## config.mk

```make
export PLATFORM = sky130hd
export DESIGN_NAME = in_port
export DESIGN_NICKNAME = d
export VERILOG_FILES = /design/src/logic/core_pkg.sv /design/src/logic/in_port.sv
export SDC_FILE = /design/constraint.sdc
export NUM_CORES = 1
export LEC_CHECK = 0
export BUFFER_PORTS_ARGS = -buffer_cell sky130_fd_sc_hd__buf_2
export CORE_MARGIN = 2
export CORE_UTILIZATION = 36
export DETAILED_ROUTE_END_ITERATION = 6
export PLACE_DENSITY = 0.82
export SLEW_MARGIN = 15
export SYNTH_ARGS = -nofsm -noshare
export SYNTH_HDL_FRONTEND = slang
export SYNTH_SLANG_ARGS = --single-unit
```

## constraint.sdc

```tcl
create_clock -name clk -period 1.6 [get_ports clk]
set_clock_uncertainty 0.05 [all_clocks]
set_input_delay 0.08 -clock clk [delete_from_list [all_inputs] [get_ports clk]]
set_output_delay 0.08 -clock clk [all_outputs]
set_load 0.01 [all_outputs]
```

## src/logic/core_pkg.sv

```systemverilog
package core_pkg;

    // data and address width of the core
    localparam int xlen = 32;

    // register index width, which gives 32 architectural registers
    localparam int reg_addr_w = 5;

    // source of the value written back to the integer register file
    // code 101 has no source and falls back to the ALU result in write-back
    typedef enum logic [2:0] {
        res_alu = 3'b000,
        res_mem = 3'b001,
        res_pc4 = 3'b010,
        res_csr = 3'b011,
        res_imm = 3'b100,
        res_fpu = 3'b110,
        res_in  = 3'b111
    } result_src_e;

    // control bundle handed over by the memory stage
    // the FPU file reuses result_src, where res_mem picks the load data
    // and every other code picks the FPU unit result
    typedef struct packed {
        logic        valid;
        logic        reg_write;
        logic        fpu_reg_write;
        result_src_e result_src;
    } ctrl_mem_t;

    // data bundle handed over by the memory stage
    // rd is shared by the integer and the FPU destination
    typedef struct packed {
        logic [xlen-1:0]       alu_result;
        logic [xlen-1:0]       read_data;
        logic [xlen-1:0]       pc_plus4;
        logic [xlen-1:0]       csr_data;
        logic [xlen-1:0]       imm_ext;
        logic [reg_addr_w-1:0] rd;
    } data_mem_t;

    // one register file write, as driven by write-back into a register file
    typedef struct packed {
        logic                  we;
        logic [reg_addr_w-1:0] addr;
        logic [xlen-1:0]       data;
    } wb_write_t;

endpackage

```

## src/logic/in_port.sv

```systemverilog
`timescale 1ns/1ps

module in_port (
    input  logic                      clk,
    input  logic                      rst,

    // from the decode stage, one cycle per "in" instruction
    input  logic                      in_issued,

    // device side of the four-phase handshake
    input  logic                      dev_ack,
    input  logic [core_pkg::xlen-1:0] dev_data,
    output logic                      dev_req,

    // to the surroundings and to write-back
    output logic                      in_busy,
    output logic [core_pkg::xlen-1:0] in_data
);
    // idle waits for an issue, request keeps dev_req up until the ack,
    // release waits for the device to drop its ack
    typedef enum logic [1:0] {
        st_idle,
        st_request,
        st_release
    } state_e;

    state_e state;
    state_e state_next;

    always_comb begin
        state_next = state;
        case (state)
            st_idle: begin
                // an issue during a transfer cannot happen here since
                // only the idle state listens to in_issued
                if (in_issued) begin
                    state_next = st_request;
                end
            end
            st_request: begin
                if (dev_ack) begin
                    state_next = st_release;
                end
            end
            st_release: begin
                if (!dev_ack) begin
                    state_next = st_idle;
                end
            end
            default: state_next = st_idle;
        endcase
    end

    always_ff @(posedge clk) begin
        if (rst) begin
            state <= st_idle;
        end else begin
            state <= state_next;
        end
    end

    // the word is taken on the first cycle the ack is seen
    // and stays on in_data until the next transfer replaces it
    always_ff @(posedge clk) begin
        if ((state == st_request) && dev_ack) begin
            in_data <= dev_data;
        end
    end

    // request is up only while waiting for the ack, so it falls right after
    assign dev_req = (state == st_request);

    // busy covers the whole transfer, from the cycle after the issue
    assign in_busy = (state != st_idle);

endmodule

```

==> flow_summary.toml <==
[outcome]
outcome = "completed"

[detailed_routing]
viasPerCell = 4.30
via_count = 804
ant_nets = 0
routed_wl_um = 2290
drtIter0Drc = 11
wl_per_cell_um = 12.2
drc = 0
first_pass_iters = 4

[synthesis]
synth_cells = 42
synth_seq_cells = 34
syn_avg_cell_area_um2 = 25.4
yosysWarnings = 0
ys_seq_area_share_pct = 93.9
netlist_area_mm2 = 0.00107
syn-num-nets = 78
ys_types = 9

[sta]
period_share_pct = 87.1
fmax_mhz = 717
setup_viol = 0
fin_ws_ps = 206
rsz0062_at_grt = "false"
max-slew-margin-rel_pct = 83.1
slew_viol_final = 0
tns_ps = 0
worst_slew_pin_slew_ps = 252
finalHoldViolations = 0
fin_crit_ps = 1390

[flow_run]
maxCapViolations = 0

[cells_and_area]
layout.nets = 191
diodes = 0
drive_gt1_share_pct = 51.9
final_util_pct = 67.9
stdcell_area_mm2 = 0.00189
n_fill_cell = 207
syn_to_final_growth_pct = 77.2

[setup_path]
reg2reg_slack_ps = 220
max_stage_delay_ps = 560
slowest_stage = "dlygate4sd3_1"
critPathMaxFanout = 3
crit_buf_inv = 3
critPathArrivalTime_ps = 1600
path_common_cell = "dlygate4sd3_1"
worstSetupPathType = "in2reg"
end_kind = "register"
cp.required_ps = 1810
crit_family = "buffers and inverters"
cp-start-kind = "input port"
crit_path_cell_trace = "dlygate4sd3_1 > buf_2 > nand2b_1 > a211oi_2 > dlygate4sd3_1"

[power]
leakagePower_uw = 0.000801
ir_worst_vdd_mv = 0.767
power_uw = 1680
power.density_mw_per_mm2 = 888

[floorplan]
io_pins = 70
die_w_um = 58.4
die_h_um = 58.4
dieArea_mm2 = 0.00341
rows = 19
core_mm2 = 0.00278
start_util_pct = 38.3

[grt]
grt_max_degree = 19
grt_busiest_layer = "met2"
grt_use_total_pct = 14.4
grtUsageMet3_pct = 7.03
antenna_found_initial = 0
gr-usage-met1_pct = 13.1
grt_overflow_total = 0
use_met2_pct = 26.3
grt_pass1_wl_um = 3470
grt_pass1_vias = 830

[clocking]
numCtsBuffers = 5
clk_pin_slew_ps = 100
clk_root_buffer_cell = "clkbuf_4"
clock_path_buffers = 2
clk_latency_ps = 310
cts_sinks = 34
h-tree-depth = 2
cts_tree = "yes"
post_cts_buffers = 0

[placed_design]
place_congestion = 0.672
io_buffers = 69
place_ws_ps = 282
place_area_mm2 = 0.00148

[hold_path]
hold_class = "in2reg"
[cell type report]
class / instances / area (um^2) / area share, %
multi-input combinational: 8 / 66.3 / 3.51
clock inverter: 1 / 5.00 / 0.265
sequential: 34 / 1000 / 53.0
tap: 31 / 38.8 / 2.05
clock buffer: 7 / 55.1 / 2.91
timing repair buffer: 106 / 723 / 38.3
[sequential cells by signal (all words and copies together) (netlist names)]
| register | cells |
|---|---|
| in_data | 32 |
| state | 2 |
[where the power goes]
part	internal, uW	switching (uW)	leakage, uW
logic	121	72.7	0.000456
registers	1010	9.81	0.000309
clock network	213	250	0.0000353
[cell usage in the layout, fill, tap and decap left out, types with 2 or more instances in the layout]
cell type and count:
dlygate4sd3_1 35, nand2b_1 2, clkbuf_4 5, buf_2 69
edfxtp_1 32, dfxtp_1 2
[cell families after synthesis]
logic type                after synthesis  synth area share [%]
AOI/OAI and AO/OA                       1                  1.17
xor gates and xnor gates                1                 0.822
DFF                                    34                  93.9
and+or+nand+nor                         6                  4.11
[timing repair]
| action | in CTS | in global routing |
|---|---|---|
| resized for setup | 0 | 0 |
| hold buffers | 35 | 0 |
| hold endpoints to repair | 34 | 0 |
[cells in the mapped netlist, drive strengths merged]
cell type	n	area (um^2)
nor3b	1	12.5
or2	1	6.26
xnor2	1	8.76
nor2b	1	6.26
edfxtp	32	961
and2	1	6.26
a211oi	1	12.5
dfxtp	2	40.0
nand2b	2	12.5
[stage by stage]
step	hold slack (ps)	cells
final	426	187
after global placement	206	144
after global routing	398	187
after floorplan	94.6	42
after CTS	391	187
after detailed placement	208	144
[routing by layer]
metal  vias to the layer above  part of all wire, %  routed length [um]
li1                        390                    -                   -
met1                       365                   33                 750
met2                        45                   55                1250
met3                         4                   11                 255
met4                         0                  1.2                  27
met5                         -                    0                   0
[final timing paths]
check / start / to / depth (start not counted)
worst max-delay path: dev_ack / state[0]$_SDFFE_PP0P_ / 5
worst max register to register: state[0]$_SDFFE_PP0P_ / state[0]$_SDFFE_PP0P_ / 3
worst min register to register: state[0]$_SDFFE_PP0P_ / state[1]$_SDFFE_PP0P_ / 2
worst min-delay path: dev_data[6] / in_data[6]$_DFFE_PP_ / 2
No activity file was read; power rests on OpenSTA's default activity.
