--- src/logic/core_pkg.sv ---
package core_pkg;

    // data and address width of the core
    localparam int xlen = 32;

    // register index width, which gives 32 architectural registers
    localparam int reg_addr_w = 5;

    // source of the value written back to the integer register file
    // code 101 has no source and falls back to the ALU result in write-back
    typedef enum logic [2:0] {
        res_alu = 3'b000,
        res_mem = 3'b001,
        res_pc4 = 3'b010,
        res_csr = 3'b011,
        res_imm = 3'b100,
        res_fpu = 3'b110,
        res_in  = 3'b111
    } result_src_e;

    // control bundle handed over by the memory stage
    // the FPU file reuses result_src, where res_mem picks the load data
    // and every other code picks the FPU unit result
    typedef struct packed {
        logic        valid;
        logic        reg_write;
        logic        fpu_reg_write;
        result_src_e result_src;
    } ctrl_mem_t;

    // data bundle handed over by the memory stage
    // rd is shared by the integer and the FPU destination
    typedef struct packed {
        logic [xlen-1:0]       alu_result;
        logic [xlen-1:0]       read_data;
        logic [xlen-1:0]       pc_plus4;
        logic [xlen-1:0]       csr_data;
        logic [xlen-1:0]       imm_ext;
        logic [reg_addr_w-1:0] rd;
    } data_mem_t;

    // one register file write, as driven by write-back into a register file
    typedef struct packed {
        logic                  we;
        logic [reg_addr_w-1:0] addr;
        logic [xlen-1:0]       data;
    } wb_write_t;

endpackage

--- src/logic/write_back.sv ---
`timescale 1ns/1ps

module write_back (
    input  logic                      clk,
    input  logic                      rst,

    // from the mem/wb pipeline register
    input  core_pkg::ctrl_mem_t       ctrl,
    input  core_pkg::data_mem_t       data,

    // from the FPU unit and the input port
    input  logic [core_pkg::xlen-1:0] fpu_result,
    input  logic [core_pkg::xlen-1:0] in_data,

    // from the fetch and execute stages
    input  logic [core_pkg::xlen-1:0] pc_plus4_f,
    input  logic [core_pkg::xlen-1:0] pc_target_e,
    input  logic                      pc_src_e,
    input  logic                      stall_f,

    // to the register files
    output core_pkg::wb_write_t       int_wr,
    output core_pkg::wb_write_t       fpu_wr,

    // to instruction memory and the fetch stage
    output logic [core_pkg::xlen-1:0] instr_addr,
    output logic [core_pkg::xlen-1:0] pc_f
);
    import core_pkg::*;

    logic [xlen-1:0] int_result;
    logic [xlen-1:0] fpu_wb_result;

    // integer result selection
    // in_data is taken live; the input transfer is expected to be over
    // by the time the "in" instruction gets here, so no extra wait is needed
    always_comb begin
        case (ctrl.result_src)
            res_alu: int_result = data.alu_result;
            res_mem: int_result = data.read_data;
            res_pc4: int_result = data.pc_plus4;
            res_csr: int_result = data.csr_data;
            res_imm: int_result = data.imm_ext;
            res_fpu: int_result = fpu_result;
            res_in:  int_result = in_data;
            // unused code 101 keeps a known value on the write data
            default: int_result = data.alu_result;
        endcase
    end

    // FPU result selection, only a load goes to the FPU file from memory
    always_comb begin
        if (ctrl.result_src == res_mem) begin
            fpu_wb_result = data.read_data;
        end else begin
            fpu_wb_result = fpu_result;
        end
    end

    // both write buses share the destination index of the bundle
    // the enables were qualified by valid in the pipeline register
    assign int_wr.we   = ctrl.reg_write;
    assign int_wr.addr = data.rd;
    assign int_wr.data = int_result;

    assign fpu_wr.we   = ctrl.fpu_reg_write;
    assign fpu_wr.addr = data.rd;
    assign fpu_wr.data = fpu_wb_result;

    // next fetch address goes straight to instruction memory
    assign instr_addr = pc_src_e ? pc_target_e : pc_plus4_f;

    // fetch-address register, frozen while fetch is stalled
    always_ff @(posedge clk) begin
        if (rst) begin
            pc_f <= '0;
        end else if (!stall_f) begin
            pc_f <= instr_addr;
        end
    end

endmodule

--- config.mk ---
export PLATFORM = sky130hd
export DESIGN_NAME = write_back
export DESIGN_NICKNAME = d
export VERILOG_FILES = /design/src/logic/core_pkg.sv /design/src/logic/write_back.sv
export SDC_FILE = /design/constraint.sdc
export NUM_CORES = 1
export LEC_CHECK = 0
export ABC_AREA = 1
export ABC_CLOCK_PERIOD_IN_PS = 1700
export BUFFER_PORTS_ARGS = -buffer_cell sky130_fd_sc_hd__buf_2
export CAP_MARGIN = 10
export CORE_AREA = 2 2 173 175
export CTS_CLUSTER_SIZE = 16
export DETAILED_ROUTE_END_ITERATION = 12
export DIE_AREA = 0 0 175 177
export HOLD_SLACK_MARGIN = 0.02
export PLACE_DENSITY = 0.5
export SYNTH_ARGS = -nofsm -noshare
export SYNTH_HDL_FRONTEND = slang
export SYNTH_SLANG_ARGS = --single-unit
--- constraint.sdc ---
create_clock -name clk -period 1.7 [get_ports clk]
set_clock_uncertainty 0.1 [all_clocks]
set_input_delay 0.34 -clock clk [delete_from_list [all_inputs] [get_ports clk]]
set_output_delay 0.34 -clock clk [all_outputs]
set_load 0.1 [all_outputs]
==> summary.md <==
| Metric | Value |
|---|---|
| Status | `complete, but fails checks` |
| Failing checks | `setup timing` |
| Post-layout util | `38.17%` |
| Routed vias/inst | `4.519` |
| Place WS | `-0.3178 ns` |
| Final hold vios | `0` |
| Area grow syn2layout | `153.4%` |
| DR vias | `7,564` |
| Yosys reg bits | `32` |
| Seq/Total Area, Yosys | `14.55%` |
| CTS max path bufs | `2` |
| Worst-margin pin slew | `0.5186 ns` |
| CP endpoint kind | `output pin` |
| Netlist Area Pre-Place | `4404 um^2` |
| YS warnings | `0` |
| Clock Latency Late Sink | `0.28 ns` |
| Power density cells | `617.2 nW/um^2` |
| DR WL/cell | `17.72 um` |
| Initial antenna violation count | `6` |
| Vias in the first global route | `7,436` |
| Syn avg cell area | `5.237 um^2` |
| GRT overflow | `0` |
| Reg clk slew, reported paths | `0.05 ns` |
| Largest net degree at the start of global routing | `65` |
| CTS sink count | `32` |
| Placer congestion estimate | `0.8747` |
| Die Y | `177 um` |
| Residual DRC | `0` |
| First-pass GRT wire length | `42,090 um` |
| Synth cell types | `14` |
| Final worst-path cycle share | `113.8%` |
| Crit-path max FO | `9` |
| Commonest non-fill, non-tap cell in the layout | `buf_2` |
| Iter 0 DRT Violations | `383` |
| HPWL Detailed | `22,050 um` |
| Final setup violation count | `63` |
| Critical path required time | `1.26 ns` |
| CTS tree | `done` |
| Max-cap violations | `0` |
| Total CTS buffers | `5` |
| Row count | `63` |
| Largest registers | `pc_f (32)` |
| DIE AREA | `30,980 um^2` |
| RSZ-0062 raised after global routing | `yes` |
| Die width | `175 um` |
| Post-layout worst setup margin | `-0.2351 ns` |
| Largest register FFs | `32` |
| Drt first pass iters | `5` |
| Min-delay worst type | `input pin to register` |
| Max-slew headroom | `65.66%` |
| Final Routed Wirelength | `29,670 um` |
| Ports | `443` |
| Startpoint Class | `input pin` |
| Port Buffer Count | `422` |
| Largest register by flop count | `pc_f` |
| FMAX | `516.8 MHz` |
| Syn_nets | `1,144` |
| H-tree level count | `2` |
| Root Driver | `clkbuf_16` |
| Crit path kind | `input pin to output pin` |
| Max-slew violation count | `0` |
| CP arrival | `1.50 ns` |
| Tmin final | `1.935 ns` |
| Layout cells sized above 1 | `57.03%` |
| Cells after synthesis | `841` |
| Initial Utilization | `15.06%` |
| Core ar. | `29,240 um^2` |
| Most frequent cells in the layout | `buf_2 (322), nand2_1 (145), inv_1 (126), nand4_1 (126), buf_12 (120)` |
| Routed Antenna Nets | `0` |
| GRT Util Overall | `17.20%` |
| Post-layout nets | `1,582` |
| LEAKAGE | `5.627 nW` |
| Worst-case vdd ir drop | `0.0006432 V` |
## area by class of cell
cell class	instances	area (um^2)
Antenna cell	4	10.01
Multi-Input combinational cell	584	4412
Inverter	131	511.7
Fill cell	3016	18080
Clock inverter	1	7.507
Tap cell	390	488.0
Sequential cell	32	640.6
Clock buffer	7	142.6
Timing Repair Buffer	525	4950
## worst max-delay path: stages
cell	delay [ns]
buf_8	0.10
buf_12	0.15
buf_16	0.15
buf_12	0.14
nand4_1	0.08
nand2_1	0.10
nor2_4	0.16
nand3_4	0.09
buf_12	0.17
## through the flow
stage / std cells / cell area, um^2 / setup TNS [ns] / total power [mW] / hold slack, ns
after global routing: 1670 / 11150 / -13.09 / 7.148 / 0.3225
after CTS: 1658 / 10420 / -11.84 / 6.758 / 0.3130
after detailed placement: 1643 / 9931 / -16.87 / 5.689 / 0.4237
after floorplan: 841 / 5664 / -1.243 / 4.053 / 0.3962
after global placement: 1643 / 9931 / -17.12 / 5.677 / 0.4186
final: 1674 / 11160 / -10.35 / 6.889 / 0.3204
## power by group
part / switching (mW) / internal, mW
combinational: 3.35 / 1.78
sequential: 0.0267 / 0.807
clock: 0.347 / 0.583
total: 3.72 / 3.17
## per-layer routing
layer,vias up,share of wire (%),global-route usage [%]
met5,-,0.20,0
met4,10,2.7,4.896
met3,51,9.4,5.284
met2,375,48,30.37
met1,3443,39,20.01
li1,3685,-,-
## synthesized netlist by cell type
| master | number | area share (%) |
|---|---|---|
| nand2_1 | 197 | 17 |
| nor2_1 | 35 | 3.0 |
| buf_4 | 15 | 2.6 |
| nand4_1 | 126 | 18 |
| inv_2 | 2 | 0.17 |
| dfxtp_1 | 32 | 15 |
| nor2_2 | 2 | 0.28 |
| o21ai_1 | 4 | 0.45 |
| clkbuf_1 | 23 | 2.0 |
| nand3_1 | 96 | 11 |
| a21oi_1 | 32 | 3.6 |
| inv_1 | 129 | 11 |
| buf_2 | 56 | 6.4 |
| o21ai_0 | 92 | 10 |
## timing repair
item | CTS | global route
gates resized for setup | 61 | 126
hold endpoints to repair | 0 | 0
setup endpoints to repair | 64 | 64
hold buffers | 0 | 0
buffers inserted | 3 | 6
pin swaps | 24 | 21
cloned | 4 | 6
## final timing paths
check                       start    endpoint  slack (ns)  cells past startpoint
setup reg to reg         pc_f[21]    pc_f[21]        0.90                      4
hold reg to reg          pc_f[13]    pc_f[13]        0.44                      4
hold / removal    pc_target_e[11]    pc_f[11]        0.32                      5
setup / recovery          ctrl[0]  int_wr[27]       -0.24                      9
## cells by family after synthesis
kind of cell	after synthesis	synth area share [%]
compound gates	128	14.55
buf+inv	225	22.05
flops	32	14.55
simple gates	456	48.86
No activity file was read; power rests on OpenSTA's default activity.
