===== src/logic/core_pkg.sv =====
package core_pkg;

    // data and address width of the core
    localparam int xlen = 32;

    // register index width, which gives 32 architectural registers
    localparam int reg_addr_w = 5;

    // source of the value written back to the integer register file
    // code 101 has no source and falls back to the ALU result in write-back
    typedef enum logic [2:0] {
        res_alu = 3'b000,
        res_mem = 3'b001,
        res_pc4 = 3'b010,
        res_csr = 3'b011,
        res_imm = 3'b100,
        res_fpu = 3'b110,
        res_in  = 3'b111
    } result_src_e;

    // control bundle handed over by the memory stage
    // the FPU file reuses result_src, where res_mem picks the load data
    // and every other code picks the FPU unit result
    typedef struct packed {
        logic        valid;
        logic        reg_write;
        logic        fpu_reg_write;
        result_src_e result_src;
    } ctrl_mem_t;

    // data bundle handed over by the memory stage
    // rd is shared by the integer and the FPU destination
    typedef struct packed {
        logic [xlen-1:0]       alu_result;
        logic [xlen-1:0]       read_data;
        logic [xlen-1:0]       pc_plus4;
        logic [xlen-1:0]       csr_data;
        logic [xlen-1:0]       imm_ext;
        logic [reg_addr_w-1:0] rd;
    } data_mem_t;

    // one register file write, as driven by write-back into a register file
    typedef struct packed {
        logic                  we;
        logic [reg_addr_w-1:0] addr;
        logic [xlen-1:0]       data;
    } wb_write_t;

endpackage


===== src/logic/reg_file.sv =====
`timescale 1ns/1ps

module reg_file #(
    // 1 makes entry 0 a constant zero, as for the integer file
    parameter bit has_zero_reg = 1'b1
) (
    input  logic                            clk,
    input  logic                            rst,

    // write port from write-back
    input  core_pkg::wb_write_t             wr,

    // read ports to the decode stage
    input  logic [core_pkg::reg_addr_w-1:0] ra1,
    input  logic [core_pkg::reg_addr_w-1:0] ra2,
    output logic [core_pkg::xlen-1:0]       rd1,
    output logic [core_pkg::xlen-1:0]       rd2
);
    import core_pkg::*;

    localparam int depth = 1 << reg_addr_w;

    logic [xlen-1:0] regs [depth];

    // a write to entry 0 is dropped when that entry is hard-wired
    logic wr_en;

    assign wr_en = wr.we && !(has_zero_reg && (wr.addr == '0));

    // all entries start from zero after reset
    always_ff @(posedge clk) begin
        if (rst) begin
            for (int i = 0; i < depth; i++) begin
                regs[i] <= '0;
            end
        end else if (wr_en) begin
            regs[wr.addr] <= wr.data;
        end
    end

    // asynchronous reads without bypass
    // a value written at an edge shows up on the read ports after that edge
    always_comb begin
        if (has_zero_reg && (ra1 == '0)) begin
            rd1 = '0;
        end else begin
            rd1 = regs[ra1];
        end
    end

    always_comb begin
        if (has_zero_reg && (ra2 == '0)) begin
            rd2 = '0;
        end else begin
            rd2 = regs[ra2];
        end
    end

endmodule


===== config.mk =====
export PLATFORM = sky130hd
export DESIGN_NAME = reg_file
export DESIGN_NICKNAME = d
export VERILOG_FILES = /design/src/logic/core_pkg.sv /design/src/logic/reg_file.sv
export SDC_FILE = /design/constraint.sdc
export NUM_CORES = 2
export LEC_CHECK = 0
export BUFFER_PORTS_ARGS = -buffer_cell sky130_fd_sc_hd__buf_2
export CORE_MARGIN = 3
export CORE_UTILIZATION = 58
export DETAILED_ROUTE_END_ITERATION = 7
export GPL_TIMING_DRIVEN = 0
export MAX_ROUTING_LAYER = met4
export PLACE_DENSITY = 0.72
export SLEW_MARGIN = 10
export SYNTH_ARGS = -nofsm -noshare
export SYNTH_HDL_FRONTEND = slang
export SYNTH_SLANG_ARGS = --single-unit

===== constraint.sdc =====
create_clock -name clk -period 2.55 [get_ports clk]
set_input_delay 0.1275 -clock clk [delete_from_list [all_inputs] [get_ports clk]]
set_output_delay 0.1275 -clock clk [all_outputs]
set_load 0.05 [all_outputs]

==> impl_metrics.json <==
{
  "p_per_area_nw_per_um2": 670,
  "timing.max_slew.rel_slack_pct": 3.71,
  "final_min_period_over_clock_period_pct": 113,
  "setup_tns_final_ns": -12.12,
  "timing.hold.ws_ns": 0.239,
  "post_synth_num_cell_types": 42,
  "first_global_vias": 38100,
  "buffer_ports.inserted": 107,
  "worst_setup_path_end_kind": "primary output",
  "grt_remaining_overflow": 0,
  "timing.max_cap.violations": 0,
  "synth.cells.most_frequent": "sky130_fd_sc_hd__edfxtp_1 (1024), sky130_fd_sc_hd__and2_1 (995), sky130_fd_sc_hd__mux4_2 (472), sky130_fd_sc_hd__clkbuf_1 (271), sky130_fd_sc_hd__mux2i_1 (150)",
  "numClockSinks": 1024,
  "critical_path.top_delay_family": "compound AO/OA/AOI/OAI gates",
  "finish.net_count": 3878,
  "run_status": "finished, violations left",
  "power.leakage_nw": 21.9,
  "setup_repair_after_global_routing_missed_its_margin": "yes",
  "min_period_ns": 2.87,
  "total_power_mw": 42.6,
  "irDropWorstVdd_mv": 0.588,
  "drt_iter0_drc": 6997,
  "synth-main-ff-cell": "sky130_fd_sc_hd__edfxtp_1",
  "floorplan.core_area_um2": 92200,
  "dpl.hpwl_mm": 143,
  "worst_setup_path_start_kind": "flip-flop",
  "flow.area_growth_from_synthesis_pct": 17.2,
  "wl_mm": 215,
  "worstHoldPathType": "in2reg",
  "synth_cells": 3502,
  "die_width_um": 312,
  "post-place-cells": 4884,
  "critPathBufInv": 1,
  "worst_slew_pin_slew_ns": 1.44,
  "synth_largest_area_cell": "sky130_fd_sc_hd__edfxtp_1",
  "top_register": "regs",
  "initial_utilization_pct": 58.8,
  "die-area_um2": 97200,
  "grt_start_max_net_pins": 33,
  "routed_wire_length_per_instance_um": 41.5,
  "post-place-ws_ns": -1.73,
  "io_pins": 114,
  "post_synth_main_area_contributors": "sky130_fd_sc_hd__edfxtp_1 (57%), sky130_fd_sc_hd__mux4_2 (20%), sky130_fd_sc_hd__and2_1 (11%)",
  "cts.clk_slew.worst_paths_ns": 0.07,
  "mappedNetlistArea_um2": 54300,
  "final.setup.worst_slack_ns": -0.324,
  "master_cell_of_the_clock_root_buffer": "sky130_fd_sc_hd__clkbuf_16",
  "drc": 2,
  "async_flop_share_pct": 0,
  "fp.dieH_um": 312,
  "crit_fanout": 2,
  "top_regs": "regs (1024)",
  "grt_first_pass_wirelength_mm": 292,
  "synth-warning-count": 0,
  "postPlaceCellArea_um2": 56600,
  "yosysTopAreaCellShare_pct": 56.7,
  "highest_achievable_clock_rate_mhz": 348,
  "count_of_final_setup_violators": 61,
  "criticalPathCategory": "reg2out",
  "cp_slowest_cell": "sky130_fd_sc_hd__mux4_2",
  "grt_usage_pct": 45.4,
  "detail-route-antenna-nets": 0,
  "drv_slew": 0,
  "design_area_um2": 63600,
  "synth.ff_latch_count": 1024,
  "timing.critical_path.cells": "mux4_2, a22o_1, a2111oi_2, nor3_2, buf_6",
  "arrival_time_at_the_worst_endpoint_ns": 2.75,
  "h-tree-depth": 3,
  "route.vias.total": 38400,
  "drt_pre_antenna_iters": 8,
  "gp_congestion": 1.01,
  "clockBufferDepth": 3,
  "final_core_utilization_pct": 68.9,
  "timing.final.hold_violations": 0,
  "yosysSeqAreaShare_pct": 56.7,
  "yosysMostFrequentCell": "sky130_fd_sc_hd__edfxtp_1",
  "fillers": 6207,
  "viasPerCell": 7.42,
  "synth-edff-count": 1024,
  "mapped_avg_cell_area_um2": 15.5,
  "antenna_found_initial": 10,
  "tritoncts": "built",
  "timing.critical_path.required_ns": 2.42,
  "numCtsBuffers": 109,
  "fp-row-count": 111,
  "instances_no_fill": 5180,
  "cp_slowest_stage_delay_ns": 0.49,
  "drive_above_1_share_pct": 31.0,
  "failed_checks": "design-rule violations, negative setup slack",
  "max_ffs_per_register": 1024
}
## layout by cell type, fill, tap and decap left out, types with 23 or more instances in the layout
cell and n:
sky130_fd_sc_hd__nor2_1 31, sky130_fd_sc_hd__o22ai_1 73, sky130_fd_sc_hd__buf_6 88, sky130_fd_sc_hd__clkbuf_1 227, sky130_fd_sc_hd__a2111oi_4 52, sky130_fd_sc_hd__edfxtp_1 1024
sky130_fd_sc_hd__buf_2 70, sky130_fd_sc_hd__o22ai_4 25, sky130_fd_sc_hd__mux2_2 29, sky130_fd_sc_hd__clkbuf_2 42, sky130_fd_sc_hd__dlygate4sd3_1 32, sky130_fd_sc_hd__and2_1 993
sky130_fd_sc_hd__mux2i_1 146, sky130_fd_sc_hd__nor3_4 23, sky130_fd_sc_hd__nor3_2 31, sky130_fd_sc_hd__clkinv_1 32, sky130_fd_sc_hd__buf_4 93, sky130_fd_sc_hd__a22o_1 37
sky130_fd_sc_hd__clkbuf_16 112, sky130_fd_sc_hd__mux4_2 472, sky130_fd_sc_hd__conb_1 32
## report_power, final
part           total, mW  switching, mW  internal (mW)
clock               15.7           6.96           8.72
combinational       6.92           4.28           2.64
sequential          20.0          0.519           19.5
total               42.6           11.8           30.8
## cells by family (layout without fill, tap and decap cells)
kind of cell,Yosys count,after routing,share of synthesized area (%)
muxes,652,652,23.0
and+or+nand+nor,1177,1177,13.3
DFF,1024,1024,56.7
other,1,46,0.00691
buffers and inverters,389,779,3.35
AOI/OAI and AO/OA,259,259,3.65
## path summary, 6_finish.rpt
kind | startpoint | endpoint | slack [ns] | depth (start not counted)
hold / removal | rst | regs[0][24] | 0.24 | 2
setup / recovery | regs[30][29] | rd1[29] | -0.32 | 5
## repair_timing
action                                 CTS  global route
buffers inserted                        30            20
endpoints found under the hold margin   32             0
hold buffers                            32             0
setup endpoints to repair              275           158
gates resized for setup                533            94
pin swaps                               88            46
## area by class of cell
type | instances | area (um^2) | share of cell area [%]
timing repair buffer | 191 | 1680 | 2.64
sequential | 1024 | 30700 | 48.4
antenna | 14 | 35.0 | 0.0551
clock buffer | 134 | 2890 | 4.54
tap | 1243 | 1560 | 2.45
clock inverter | 72 | 546 | 0.858
buffer | 380 | 2140 | 3.37
multi-input combinational | 2120 | 24000 | 37.7
inverter | 2 | 7.51 | 0.0118
## layer usage
metal,up-vias,share of wire [%],GRT usage (%)
li1,14300,-,-
met1,19300,32,55.0
met2,3994,43,63.0
met3,894,16,17.7
met4,0,8.6,30.6
met5,-,0,-
Note: power is estimated with default switching activity, not from simulation.
